`src/common/ea_config.svh`:
```
// ------------------------------------------------------------
// Effective-address unit sizing
// Address width, register count and the null register code
// ------------------------------------------------------------
`ifndef EA_CONFIG_SVH
`define EA_CONFIG_SVH

`define EA_ADDR_W   24          // Memory address width
`define EA_NUM_REGS 16          // 32-bit address registers
`define EA_NULL_REG 8'h40       // Register code that reads zero

`endif

```
`src/common/ea_pkg.sv`:
```
// ------------------------------------------------------------
// Effective-address unit types
// Mode enumeration, register codes, addresses and step codes
// ------------------------------------------------------------
`include "ea_config.svh"

package ea_pkg;

    typedef enum logic [3:0] {
        reg_disp,               // (r32) and (r32+d8)
        abs8,
        abs16,
        abs24,
        reg_d16,                // Two phases
        reg_r8,
        reg_r16,
        pre_dec,                // (-r32)
        post_inc,               // (r32+)
        none
    } ea_mode_e;

    typedef logic [7:0]             reg_code_t;    // [5:2] register, [1:0] byte/half
    typedef logic [`EA_ADDR_W-1:0]  ea_addr_t;
    typedef logic [1:0]             step_t;        // 0:1 1:2 2:4

    // Byte count for a step code, the reserved code moves nothing
    function automatic logic [2:0] step_bytes(input step_t code);
        case (code)
            2'd0:    step_bytes = 3'd1;
            2'd1:    step_bytes = 3'd2;
            2'd2:    step_bytes = 3'd4;
            default: step_bytes = 3'd0;
        endcase
    endfunction

endpackage

```
`src/common/reg_port_if.sv`:
```
// ------------------------------------------------------------
// Register bank port between the decoder, bank and adder
// ------------------------------------------------------------
`timescale 1ns/1ps

interface reg_port_if import ea_pkg::*; ();

    reg_code_t   base_sel;      // Index register code
    reg_code_t   aux_sel;       // Offset register code
    logic [31:0] base_data;
    logic [15:0] aux_data;      // Byte in [7:0] or halfword
    step_t       step;
    logic        inc;
    logic        dec;

    modport decoder (output base_sel, aux_sel, step, inc, dec);

    modport bank (input base_sel, aux_sel, step, inc, dec,
                  output base_data, aux_data);

    modport adder (input base_sel, aux_sel, base_data, aux_data, step, inc, dec);

endinterface

```
`src/ea_unit/ea_adder.sv`:
```
// ------------------------------------------------------------
// Address adder
// Base plus extended offset, pre-decrement adjust, output reg
// ------------------------------------------------------------
`timescale 1ns/1ps

module ea_adder
    import ea_pkg::*;
(
    input  logic        clk,
    input  logic        rst,
    reg_port_if.adder   regs,
    input  ea_addr_t    offset,
    input  logic        use_aux,
    input  logic        aux_wide,
    input  logic        addr_go,
    output logic        ea_valid,
    output ea_addr_t    ea_addr
);

    ea_addr_t aux_ext;
    ea_addr_t sel_off;
    ea_addr_t pre_adj;
    ea_addr_t sum;

    assign aux_ext = aux_wide ? {{8{regs.aux_data[15]}}, regs.aux_data}
                              : {{16{regs.aux_data[7]}}, regs.aux_data[7:0]};
    assign sel_off = use_aux ? aux_ext : offset;
    assign pre_adj = regs.dec ? ea_addr_t'(step_bytes(regs.step)) : '0;    // (-r32)
    assign sum     = ea_addr_t'(regs.base_data) - pre_adj + sel_off;

    always_ff @(posedge clk or posedge rst) begin
        if (rst) ea_valid <= 1'b0;
        else     ea_valid <= addr_go;
    end

    always_ff @(posedge clk) begin
        if (addr_go) ea_addr <= sum;
    end

endmodule

```
`src/ea_unit/ea_decode.sv`:
```
// ------------------------------------------------------------
// Addressing-mode decoder
// Consumes opcode windows over one or two phases and sets up
// register selects, offset and the base register update
// ------------------------------------------------------------
`timescale 1ns/1ps
`include "ea_config.svh"

module ea_decode
    import ea_pkg::*;
(
    input  logic        clk,
    input  logic        rst,
    input  logic [31:0] op,         // Lowest byte first
    input  logic        op_valid,
    output logic [2:0]  fetched,
    reg_port_if.decoder regs,
    output ea_addr_t    offset,
    output logic        use_aux,
    output logic        aux_wide,
    output logic        addr_go
);

    ea_mode_e  mode, nx_mode;
    logic      phase, nx_phase;
    logic      done;
    reg_code_t nx_base_sel, nx_aux_sel;
    ea_addr_t  nx_offset;
    step_t     nx_step;
    logic      nx_use_aux, nx_aux_wide, nx_inc, nx_dec;

    // Short-form register field maps onto the upper eight registers
    function automatic reg_code_t full_reg(input logic [2:0] rcode);
        full_reg = {3'b111, rcode, 2'b00};
    endfunction

    always_comb begin
        fetched     = 3'd0;
        done        = 1'b0;
        nx_mode     = mode;
        nx_phase    = phase;
        nx_base_sel = regs.base_sel;
        nx_aux_sel  = regs.aux_sel;
        nx_offset   = offset;
        nx_step     = regs.step;
        nx_use_aux  = use_aux;
        nx_aux_wide = aux_wide;
        nx_inc      = 1'b0;                 // Update lasts one cycle
        nx_dec      = 1'b0;
        if (op_valid && !phase) begin
            nx_use_aux  = 1'b0;
            nx_aux_wide = 1'b0;
            nx_step     = op[9:8];
            casez ({op[6], op[3:0]})
                5'b0_????: begin            // (r32) or (r32+d8)
                    nx_mode     = reg_disp;
                    nx_base_sel = full_reg(op[2:0]);
                    nx_offset   = op[3] ? {{16{op[15]}}, op[15:8]} : '0;
                    fetched     = op[3] ? 3'd2 : 3'd1;
                    done        = 1'b1;
                end
                5'h10, 5'h11, 5'h12: begin  // Absolute address
                    nx_base_sel = `EA_NULL_REG;
                    done        = 1'b1;
                    case (op[1:0])
                        2'd0: begin
                            nx_mode   = abs8;
                            nx_offset = {16'd0, op[15:8]};
                            fetched   = 3'd2;
                        end
                        2'd1: begin
                            nx_mode   = abs16;
                            nx_offset = {8'd0, op[23:8]};
                            fetched   = 3'd3;
                        end
                        default: begin
                            nx_mode   = abs24;
                            nx_offset = op[31:8];
                            fetched   = 3'd4;
                        end
                    endcase
                end
                5'h13: begin                // Long register forms
                    nx_base_sel = {op[15:10], 2'b00};
                    nx_offset   = '0;
                    fetched     = 3'd2;
                    case (op[9:8])
                        2'd0: begin
                            nx_mode = reg_disp;
                            done    = 1'b1;
                        end
                        2'd1: begin
                            nx_mode  = reg_d16;
                            nx_phase = 1'b1;
                        end
                        2'd2: begin
                            nx_mode     = op[10] ? reg_r16 : reg_r8;
                            nx_use_aux  = 1'b1;
                            nx_aux_wide = op[10];
                            nx_phase    = 1'b1;
                        end
                        default: begin      // Reserved, nothing consumed
                            nx_mode = none;
                            fetched = 3'd0;
                        end
                    endcase
                end
                5'h14, 5'h15: begin         // (-r32) and (r32+)
                    nx_mode     = op[0] ? post_inc : pre_dec;
                    nx_base_sel = {op[15:10], 2'b00};
                    nx_offset   = '0;
                    nx_inc      = op[0];
                    nx_dec      = !op[0];
                    fetched     = 3'd2;
                    done        = 1'b1;
                end
                default: nx_mode = none;
            endcase
        end else if (op_valid) begin
            nx_phase = 1'b0;
            fetched  = 3'd2;
            done     = 1'b1;
            case (mode)
                reg_d16: nx_offset = {{8{op[15]}}, op[15:0]};
                reg_r8, reg_r16: begin      // Base and aux codes
                    nx_base_sel = op[7:0];
                    nx_aux_sel  = op[15:8];
                end
                default: done = 1'b0;
            endcase
        end
    end

    always_ff @(posedge clk or posedge rst) begin
        if (rst) begin
            phase    <= 1'b0;
            mode     <= none;
            addr_go  <= 1'b0;
            regs.inc <= 1'b0;
            regs.dec <= 1'b0;
        end else begin
            phase    <= nx_phase;
            mode     <= nx_mode;
            addr_go  <= done;
            regs.inc <= nx_inc;
            regs.dec <= nx_dec;
        end
    end

    always_ff @(posedge clk) begin
        regs.base_sel <= nx_base_sel;
        regs.aux_sel  <= nx_aux_sel;
        regs.step     <= nx_step;
        offset        <= nx_offset;
        use_aux       <= nx_use_aux;
        aux_wide      <= nx_aux_wide;
    end

endmodule

```
`src/ea_unit/ea_regbank.sv`:
```
// ------------------------------------------------------------
// Address register bank
// Sixteen 32-bit registers, combinational reads, external load
// and post-address increment or decrement of the base register
// ------------------------------------------------------------
`timescale 1ns/1ps
`include "ea_config.svh"

module ea_regbank
    import ea_pkg::*;
(
    input  logic        clk,
    input  logic        rst,
    input  logic        wr_en,
    input  logic [3:0]  wr_idx,
    input  logic [31:0] wr_data,
    reg_port_if.bank    regs,
    input  logic        addr_go
);

    logic [31:0] xr [`EA_NUM_REGS];
    logic [31:0] base_word;
    logic [31:0] aux_word;
    logic [31:0] aux_shift;
    logic [31:0] step_val;
    logic [3:0]  base_idx;
    logic        base_null;
    logic        aux_null;
    logic        upd;

    assign base_idx  = regs.base_sel[5:2];
    assign base_null = (regs.base_sel == `EA_NULL_REG);
    assign aux_null  = (regs.aux_sel == `EA_NULL_REG);
    assign base_word = xr[base_idx];
    assign aux_word  = xr[regs.aux_sel[5:2]];

    // Selected byte or halfword lands in the low bits
    assign aux_shift = aux_word >> {regs.aux_sel[1:0], 3'b000};

    assign regs.base_data = base_null ? 32'd0 : base_word;
    assign regs.aux_data  = aux_null ? 16'd0 : aux_shift[15:0];

    assign step_val = {29'd0, step_bytes(regs.step)};
    assign upd      = addr_go && (regs.inc || regs.dec) && !base_null;

    always_ff @(posedge clk or posedge rst) begin
        if (rst) begin
            for (int i = 0; i < `EA_NUM_REGS; i++) begin
                xr[i] <= 32'd0;
            end
        end else begin
            for (int i = 0; i < `EA_NUM_REGS; i++) begin
                if (wr_en && wr_idx == 4'(i)) begin
                    xr[i] <= wr_data;                   // Load wins
                end else if (upd && base_idx == 4'(i)) begin
                    xr[i] <= regs.inc ? xr[i] + step_val
                                      : xr[i] - step_val;
                end
            end
        end
    end

endmodule

```
`src/rtl/ea_unit_top.sv`:
```
// ------------------------------------------------------------
// Effective-address unit top level
// Mode decoder, register bank and address adder
// ------------------------------------------------------------
`timescale 1ns/1ps

module ea_unit_top
    import ea_pkg::*;
(
    input  logic        clk,
    input  logic        rst,
    input  logic [31:0] op,
    input  logic        op_valid,
    output logic [2:0]  fetched,
    input  logic        wr_en,          // Register preload
    input  logic [3:0]  wr_idx,
    input  logic [31:0] wr_data,
    output logic        ea_valid,
    output ea_addr_t    ea_addr
);

    reg_port_if regs ();

    ea_addr_t offset;
    logic     use_aux;
    logic     aux_wide;
    logic     addr_go;

    ea_decode u_decode (
        .clk      (clk),
        .rst      (rst),
        .op       (op),
        .op_valid (op_valid),
        .fetched  (fetched),
        .regs     (regs.decoder),
        .offset   (offset),
        .use_aux  (use_aux),
        .aux_wide (aux_wide),
        .addr_go  (addr_go)
    );

    ea_regbank u_regbank (
        .clk     (clk),
        .rst     (rst),
        .wr_en   (wr_en),
        .wr_idx  (wr_idx),
        .wr_data (wr_data),
        .regs    (regs.bank),
        .addr_go (addr_go)
    );

    ea_adder u_adder (
        .clk      (clk),
        .rst      (rst),
        .regs     (regs.adder),
        .offset   (offset),
        .use_aux  (use_aux),
        .aux_wide (aux_wide),
        .addr_go  (addr_go),
        .ea_valid (ea_valid),
        .ea_addr  (ea_addr)
    );

endmodule

```
`config.mk`:
```
export PLATFORM = sky130hd
export DESIGN_NAME = ea_unit_top
export DESIGN_NICKNAME = d
export VERILOG_FILES = /design/src/common/ea_pkg.sv /design/src/common/reg_port_if.sv /design/src/ea_unit/ea_adder.sv /design/src/ea_unit/ea_decode.sv /design/src/ea_unit/ea_regbank.sv /design/src/rtl/ea_unit_top.sv
export VERILOG_INCLUDE_DIRS = /design/src /design/src/common
export SDC_FILE = /design/constraint.sdc
export NUM_CORES = 2
export LEC_CHECK = 0
export BUFFER_PORTS_ARGS = -buffer_cell sky130_fd_sc_hd__buf_4
export CAP_MARGIN = 20
export CORE_ASPECT_RATIO = 0.75
export CORE_UTILIZATION = 35
export DETAILED_ROUTE_END_ITERATION = 10
export SYNTH_ARGS = -nofsm -noshare
export SYNTH_HDL_FRONTEND = slang
export SYNTH_SLANG_ARGS = --single-unit
```
`constraint.sdc`:
```
create_clock -name clk -period 31.1 [get_ports clk]
set_input_delay 1.555 -clock clk [delete_from_list [all_inputs] [get_ports clk]]
set_output_delay 1.555 -clock clk [all_outputs]
set_load 0.1 [all_outputs]
```
# --- Yosys cells after proc, flatten, opt, wreduce, memory -nomap -nowiden ---
# Cells that the tools add are included.
totals:
  reg_bits: 589
  wordCells: 290
classes:
  addsub: 34
  magnitude_cmp: 2
  n_eq_ne: 49
  n_shift: 1
  n_mux: 95
  bitwise_logic: 4
  n_reduce_logical: 76
op_table:
  columns: ["operator", "count"]
  rows:
  - ["2-to-1 mux 32 bit", 50]
  - ["adder 32 x 3 -> 32 bit", 16]
  - ["subtractor 32 x 3 -> 32 bit", 16]
  - ["binary-select mux 32 bit (select 4 bit)", 2]
  - ["2-to-1 mux 24 bit", 9]
  - ["case mux 24 bit (3 select lines)", 1]
  - ["equality test 4 bit (second input constant)", 16]
  - ["case mux 24 bit (2 select lines)", 1]
  - ["equality test 4 x 3 -> 1 bit (second input constant)", 11]
  - ["nonzero test 2 bit", 19]
  - ["logical AND 1 bit", 35]
  - ["right shift 32 x 5 -> 16 bit", 1]
  - ["equality test 5 bit (second input constant)", 6]
  - ["adder 24 bit", 1]
  - ["2-to-1 mux 8 bit", 3]
  - ["case mux 8 bit (3 select lines)", 1]
  - ["subtractor 24 bit", 1]
  - ["equality test 4 x 2 -> 1 bit (second input constant)", 4]
  - ["equality test 8 x 7 -> 1 bit (second input constant)", 2]
  - ["2-to-1 mux 16 bit", 1]
  - ["case mux 4 bit (4 select lines)", 1]
  - ["2-to-1 mux 1 bit", 13]
  - ["case mux 3 bit (4 select lines)", 1]
  - ["case mux 4 bit (3 select lines)", 1]
  - ["24 further kinds", 49]

# --- Logic depth before layout (Yosys ltp) ---
depth:
  word_depth: 9
  depth_mapped: 24
  mapped_depth_nobuf: 22

# --- Hierarchy ---
# Synthesis repeated with hierarchy kept, for this count alone.
hier_totals:
  hier_cells: 7240
  hier_area_um2: 58014.4
modules_own_cells:
  columns: ["mod", "instances", "cells_per_inst", "area_per_inst_um2", "seq_area_each_um2"]
  rows:
  - ["ea_regbank", 1, 6708, 52641.7, 12812.3]
  - ["ea_adder", 1, 333, 2886.5, 745.7]
  - ["ea_decode", 1, 199, 2486.1, 1524.0]

# --- Worst setup path after synthesis ---
# OpenSTA, ideal clock, no wires.
synth_path:
  path_type: "reg2reg"
  from: "register u_decode.regs.step[1]"
  to: "register u_regbank.xr[191] in the netlist's numbering"
  arrival_time_ns: 8.126
  slack_ns: 22.838
  stages_incl_launch_ff: 17
  n_path_buf: 1
  period_less_slack_ns: 8.262
  cell_sequence: "edfxtp_1 > clkbuf_1 > a21o_1 > inv_2 > ha_1 > a21o_1 > a21o_1 > a2111oi_0 > o211ai_1 > a41oi_1 > nor4_1 > o41ai_1 > o21ai_1 > xnor2_1 > nor2_1 > xnor2_1 > o21ai_0"
synth_between:
  elab_chain_len: 6
  word_cells_on_any_way: 9
  cone_classes: "add/sub: 2; eq/ne: 2; mux: 4; reduce/logical: 1"
synth_rtl:
  columns: ["item", "line", "source"]
  rows:
  - ["start: declaration", "reg_port_if.sv:16", "modport decoder (output base_sel, aux_sel, step, inc, dec);"]
  - ["start signal: assignment", "ea_decode.sv:153", "regs.step <= nx_step;"]
  - ["equality test 2 bit (tied with other cells)", "ea_pkg.sv:28", "case (code)"]
  - ["case mux 3 bit (3 select lines) (*)", "ea_pkg.sv:28", null]
  - ["subtractor 32 x 3 -> 32 bit or adder 32 x 3 -> 32 bit (tied branches)", "ea_regbank.sv:57, ea_regbank.sv:56", null]
  - ["2-to-1 mux 32 bit (*)", "ea_regbank.sv:56", "xr[i] <= regs.inc ? xr[i] + step_val"]
  - ["2-to-1 mux 32 bit (*)", "ea_regbank.sv:55", "end else if (upd && base_idx == 4'(i)) begin"]
  - ["2-to-1 mux 32 bit (*)", "ea_regbank.sv:53", "if (wr_en && wr_idx == 4'(i)) begin"]
  - ["end signal: indexed assignment", "ea_regbank.sv:54", "xr[i] <= wr_data;"]
  - ["end signal: indexed assignment", "ea_regbank.sv:56", null]
  - ["end: declaration", "ea_regbank.sv:21", "logic [31:0] xr [`EA_NUM_REGS];"]
# Every way passes the cells marked *; elsewhere a longest branch is shown, timed or not. The select of a mux whose other input is x is not followed.
# A chain may end at the register's enable or synchronous reset.

# --- Worst setup path after layout ---
layout_path:
  from: "register u_decode.regs.aux_sel[2]"
  to: "register u_adder.ea_addr[22] (data pin)"
layout_between:
  elab_chain_len: 9
  word_cells_on_any_way: 10
  cone_classes: "add/sub: 1; eq/ne: 1; shift: 1; mux: 6; bitwise: 1"
layout_rtl:
  columns: ["item", "line", "source"]
  rows:
  - ["start: declaration", "reg_port_if.sv:16", null]
  - ["start signal: assignment", "ea_decode.sv:152", "regs.aux_sel <= nx_aux_sel;"]
  - ["inverter 4 -> 5 bit (not written as such)", "ea_regbank.sv:35", "assign aux_word = xr[regs.aux_sel[5:2]];"]
  - ["binary-select mux 32 bit (select 4 bit)", "ea_regbank.sv:35", null]
  - ["2-to-1 mux 32 bit (not written as such) (2 in a row)", "ea_regbank.sv:35", null]
  - ["right shift 32 x 5 -> 16 bit", "ea_regbank.sv:38", "assign aux_shift = aux_word >> {regs.aux_sel[1:0], 3'b000};"]
  - ["2-to-1 mux 16 bit (*)", "ea_regbank.sv:41", "assign regs.aux_data = aux_null ? 16'd0 : aux_shift[15:0];"]
  - ["2-to-1 mux 24 bit (*)", "ea_adder.sv:26", "assign aux_ext = aux_wide ? {{8{regs.aux_data[15]}}, regs.aux_data}"]
  - ["2-to-1 mux 24 bit (*)", "ea_adder.sv:28", "assign sel_off = use_aux ? aux_ext : offset;"]
  - ["adder 24 bit (*)", "ea_adder.sv:30", "assign sum = ea_addr_t'(regs.base_data) - pre_adj + sel_off;"]
  - ["named net u_adder.sum[22]", "ea_adder.sv:24", "ea_addr_t sum;"]
  - ["end signal: assignment", "ea_adder.sv:38", "if (addr_go) ea_addr <= sum;"]
  - ["end: declaration", "ea_adder.sv:18", "output ea_addr_t ea_addr"]
# Mark *: on every way through the listed nets, which the timed path passes. The rest lies on a longest branch. The select of a mux whose other input is x is not followed.

==> summary.txt <==
STA
  – Slew @ Worst Pin: about 1.2 ns
  – Maximum clock frequency: 0.122 GHz
  – Slew Viols, Final: 0
  – Endpoints failing setup: 0
  – Final period util: 0.264
  – RSZ-0062 raised after global routing: false
  – Total Negative Setup Slacks: 0 ns
  – Max_slew headroom: 0.228
  – Final Skew: 0.0264 ns
  – Fin. Hold Viols: 0
  – Min Tclk post-route: approximately 8.2 ns
  – Final WS setup: roughly 23 ns

Floorplanning
  – Die width: approximately 470 µm
  – Die H: approximately 350 µm
  – # rows: about 130
  – Die ar.: around 170000 µm²
  – # IOs: 100
  – Initial Util: 0.353
  – CORE AREA: around 160000 µm²

Place
  – Placed instance count: 8755
  – DP HPWL: around 170000 µm
  – Place WS: ~23 ns
  – GPL Wtd Cong: between 0.9 and 1
  – Input/output buffers: 99

Outcome
  – Status: finished clean

Clock tree
  – Clock tree from TritonCTS: yes
  – CTS Hold Bufs: 0
  – Worst-skew pair later-pin latency: ~0.70 ns
  – H-tree levels: 3
  – Clock sink total: a little under 600
  – Clock Path Buffers: 3
  – Root buffer cell: clkbuf_16
  – Post-CTS setup buffers: 0
  – Post_cts resized: 0
  – TritonCTS Buffers: 70
  – Clock transition at the registers of the reported paths: approximately 0.060 ns

Synthesis
  – Synth warnings: 0
  – Count of flip-flops with a built-in enable after synthesis: 68
  – Cells after Synth: 6775
  – Library cells used by synthesis: 87
  – Part of the Yosys area used for sequential elements: 0.262
  – Avg Cell Area, Syn: 8.49 µm²
  – Synth async-reset ratio: 0.885
  – Most common flop cell mapped by yosys: dfrtp_1
  – #FFs+latches synth: between 500 and 600
  – Post-Syn Nets: ~7.4k
  – Mapped cell area: around 58000 µm²

Global routing
  – First-pass GRT wire length: around 320000 µm
  – Grt ovf: 0
  – GRT Total Usage: 0.256
  – Antenna violations before repair: 19
  – Vias in the first global route: 48.8k
  – Pin count of the biggest net entering global routing: 139

Drt
  – Met1 wire length: ~100000 µm
  – Number of iterations in the first detailed-routing pass: 6
  – Post-route ant nets: 0
  – Via count: 54.0k
  – DR WL met3: approximately 27000 µm
  – Drt first-iter violations: between 6k and 7k
  – Uppermost layer routed: met5
  – Final wirelength: 219000 µm
  – Vias per Instance: around 6.1
  – Metal2 WL: about 86000 µm
  – WL per Instance: 24.6 µm
  – Residual DRC count: 0

Critical path
  – Setup CP Type: reg2reg
  – Worst Path Arrival: roughly 8.7 ns
  – Crit. Startpoint: u_decode.regs.aux_sel[2]
  – Critical Path Fanout Max: 31
  – R2r setup slk: around 23 ns
  – FF-to-FF path depth: 21
  – WP data required: between 30 and 40 ns
  – Worst r2r dst: u_adder.ea_addr[22]
  – Critical path startpoint category: flop
  – Crit Reg-Reg Startpoint: u_decode.regs.aux_sel[2]
  – CP Capture Point: u_adder.ea_addr[22]
  – Crit end category: flop

Layout
  – Fin cells: about 9k
  – Finished Core Util: 0.387
  – Area delta synth->final: 9.48%
  – Share of layout cells above drive strength 1: 0.0987
  – Nets@finish: 7321

Flow run
  – Max-cap violations: 0

Worst hold path
  – Worst Hold Class: reg2reg

Pwr
  – Power, Total: approximately 4500 µW
  – Pwr Density: 71.4 nW/µm²
  – Peak supply drop: between 0.00008 and 0.00009 V
  – Leak: between 0.02 and 0.03 µW
[registers in the layout, summed over array words and instances, names as in the netlist, 2 cells and up]
register                count
u_decode.regs.step          2
u_regbank.xr              512
u_decode.regs.base_sel      8
u_decode.regs.aux_sel       8
u_decode.offset            24
u_adder.ea_addr            24
u_decode.mode               4
[worst max-delay path, cell delays in order (launching register included)]
cell	delay [ns]
edfxtp_1	0.84
buf_4	0.62
buf_4	0.65
mux4_2	0.65
mux4_2	0.56
mux2i_1	0.32
nand2_1	0.10
a32o_1	0.31
fa_1	0.51
fa_1	0.42
a21o_1	0.21
a21oi_1	0.29
o21ai_0	0.17
a211oi_1	0.34
o31ai_1	0.13
a21o_1	0.22
a2111oi_0	0.71
o31ai_1	0.29
nand4_1	0.15
nand4b_1	0.10
a21oi_1	0.20
xnor2_1	0.08
[stage by stage]
stage	area, µm²	hold slack (ns)
2_1_floorplan	57500	0.441
3_3_place_gp	60600	0.461
3_5_place_dp	60600	0.487
4_1_cts	62900	0.509
5_1_grt	63000	0.577
6_report	63000	0.503
[metal layers]
layer	vias to the layer above	global-route usage
li1	24900	-
met4	7	0.0637
met1	26400	0.387
met5	-	0.00704
met2	2500	0.349
met3	252	0.0743
[final cells by class]
type / instances / area (µm²)
clock inverter: 31 / 350
multi-input combinational: 5678 / 40800
sequential: 589 / 15100
inverter: 161 / 619
clock buffer: 99 / 1960
timing repair buffer: 187 / 1540
fill: 16200 / 99900
tap: 2145 / 2680
antenna: 6 / 15.0
[synthesized netlist by cell type, types with 9 or more instances]
| library cell | count | area share |
|---|---|---|
| a21oi_1 | 897 | 0.078 |
| mux4_2 | 279 | 0.11 |
| nand2b_1 | 69 | 0.0075 |
| buf_2 | 9 | 0.00078 |
| a221o_1 | 11 | 0.0019 |
| nor4_1 | 9 | 0.00098 |
| a211o_1 | 16 | 0.0024 |
| nand3_1 | 121 | 0.011 |
| a2111oi_0 | 13 | 0.0020 |
| mux2i_1 | 57 | 0.0099 |
| o22ai_1 | 18 | 0.0020 |
| a211oi_1 | 65 | 0.0085 |
| or3_1 | 28 | 0.0030 |
| inv_1 | 157 | 0.010 |
| nor2b_1 | 59 | 0.0064 |
| ha_1 | 543 | 0.12 |
| nor2_1 | 695 | 0.045 |
| fa_1 | 19 | 0.0066 |
| a31oi_1 | 91 | 0.0099 |
| a221oi_1 | 10 | 0.0015 |
| xor2_1 | 185 | 0.028 |
| o21ai_0 | 600 | 0.052 |
| edfxtp_1 | 68 | 0.035 |
| clkbuf_1 | 262 | 0.017 |
| and2_1 | 21 | 0.0023 |
| nand4_1 | 32 | 0.0035 |
| o21bai_1 | 73 | 0.0095 |
| nor3b_1 | 20 | 0.0026 |
| buf_1 | 76 | 0.0050 |
| xnor2_1 | 248 | 0.038 |
| or2_2 | 20 | 0.0022 |
| a31o_2 | 12 | 0.0018 |
| o21a_1 | 68 | 0.0089 |
| and3_1 | 57 | 0.0062 |
| dfrtp_1 | 519 | 0.23 |
| nor3_1 | 106 | 0.0092 |
| a21o_1 | 251 | 0.033 |
| o31a_1 | 14 | 0.0021 |
| nand3b_1 | 15 | 0.0020 |
| o31ai_1 | 35 | 0.0046 |
| a21boi_0 | 13 | 0.0017 |
| o211ai_1 | 26 | 0.0034 |
| nand2_1 | 755 | 0.049 |
[layout by cell type, fill, tap and decap left out, types with 21 or more instances in the layout]
cell type    n
dfrtp_1    519
mux2i_1     56
or3_1       28
xnor2_1    248
clkbuf_16   70
nor2_1     682
and3_1      57
xor2_1     185
and2_1      21
mux4_2     279
a21o_1     251
o211ai_1    26
inv_1      156
nand3_1    116
a21oi_1    896
nor2b_1     59
o21bai_1    73
buf_4      178
o21ai_0    600
nor3_1     100
nand2_1    748
a31oi_1     91
nand4_1     32
ha_1       543
a211oi_1    65
o31ai_1     34
o21a_1      68
nand2b_1    69
edfxtp_1    68
[kinds of logic after synthesis]
family / after synthesis / synth area share
AO/OA/AOI/OAI: 2308 / 0.239
XOR/XNOR: 433 / 0.0659
adder cells (fa/ha/maj): 562 / 0.125
buffers and inverters: 508 / 0.0333
flip-flops: 589 / 0.262
multiplexers: 341 / 0.120
AND/OR/NAND/NOR: 2034 / 0.155
[report_power, final]
part	internal (µW)	leakage [µW]	switching (µW)
logic	1010	0.0178	1380
registers	971	0.00668	275
clock network	486	0.00112	386
total	2460	0.0256	2040
[worst min-delay path by stage]
stage                          start                to  slack, ns  cells past startpoint
finish              u_decode.mode[2]  u_decode.mode[2]       0.50                      2
global route        u_decode.mode[2]  u_decode.mode[2]       0.58                      2
CTS                 u_decode.mode[2]  u_decode.mode[2]       0.51                      2
detailed placement  u_decode.mode[2]  u_decode.mode[2]       0.49                      2
global placement    u_decode.mode[2]  u_decode.mode[2]       0.46                      2
floorplan           u_decode.mode[2]  u_decode.mode[2]       0.44                      2
Note: power is estimated with default switching activity, not from simulation.
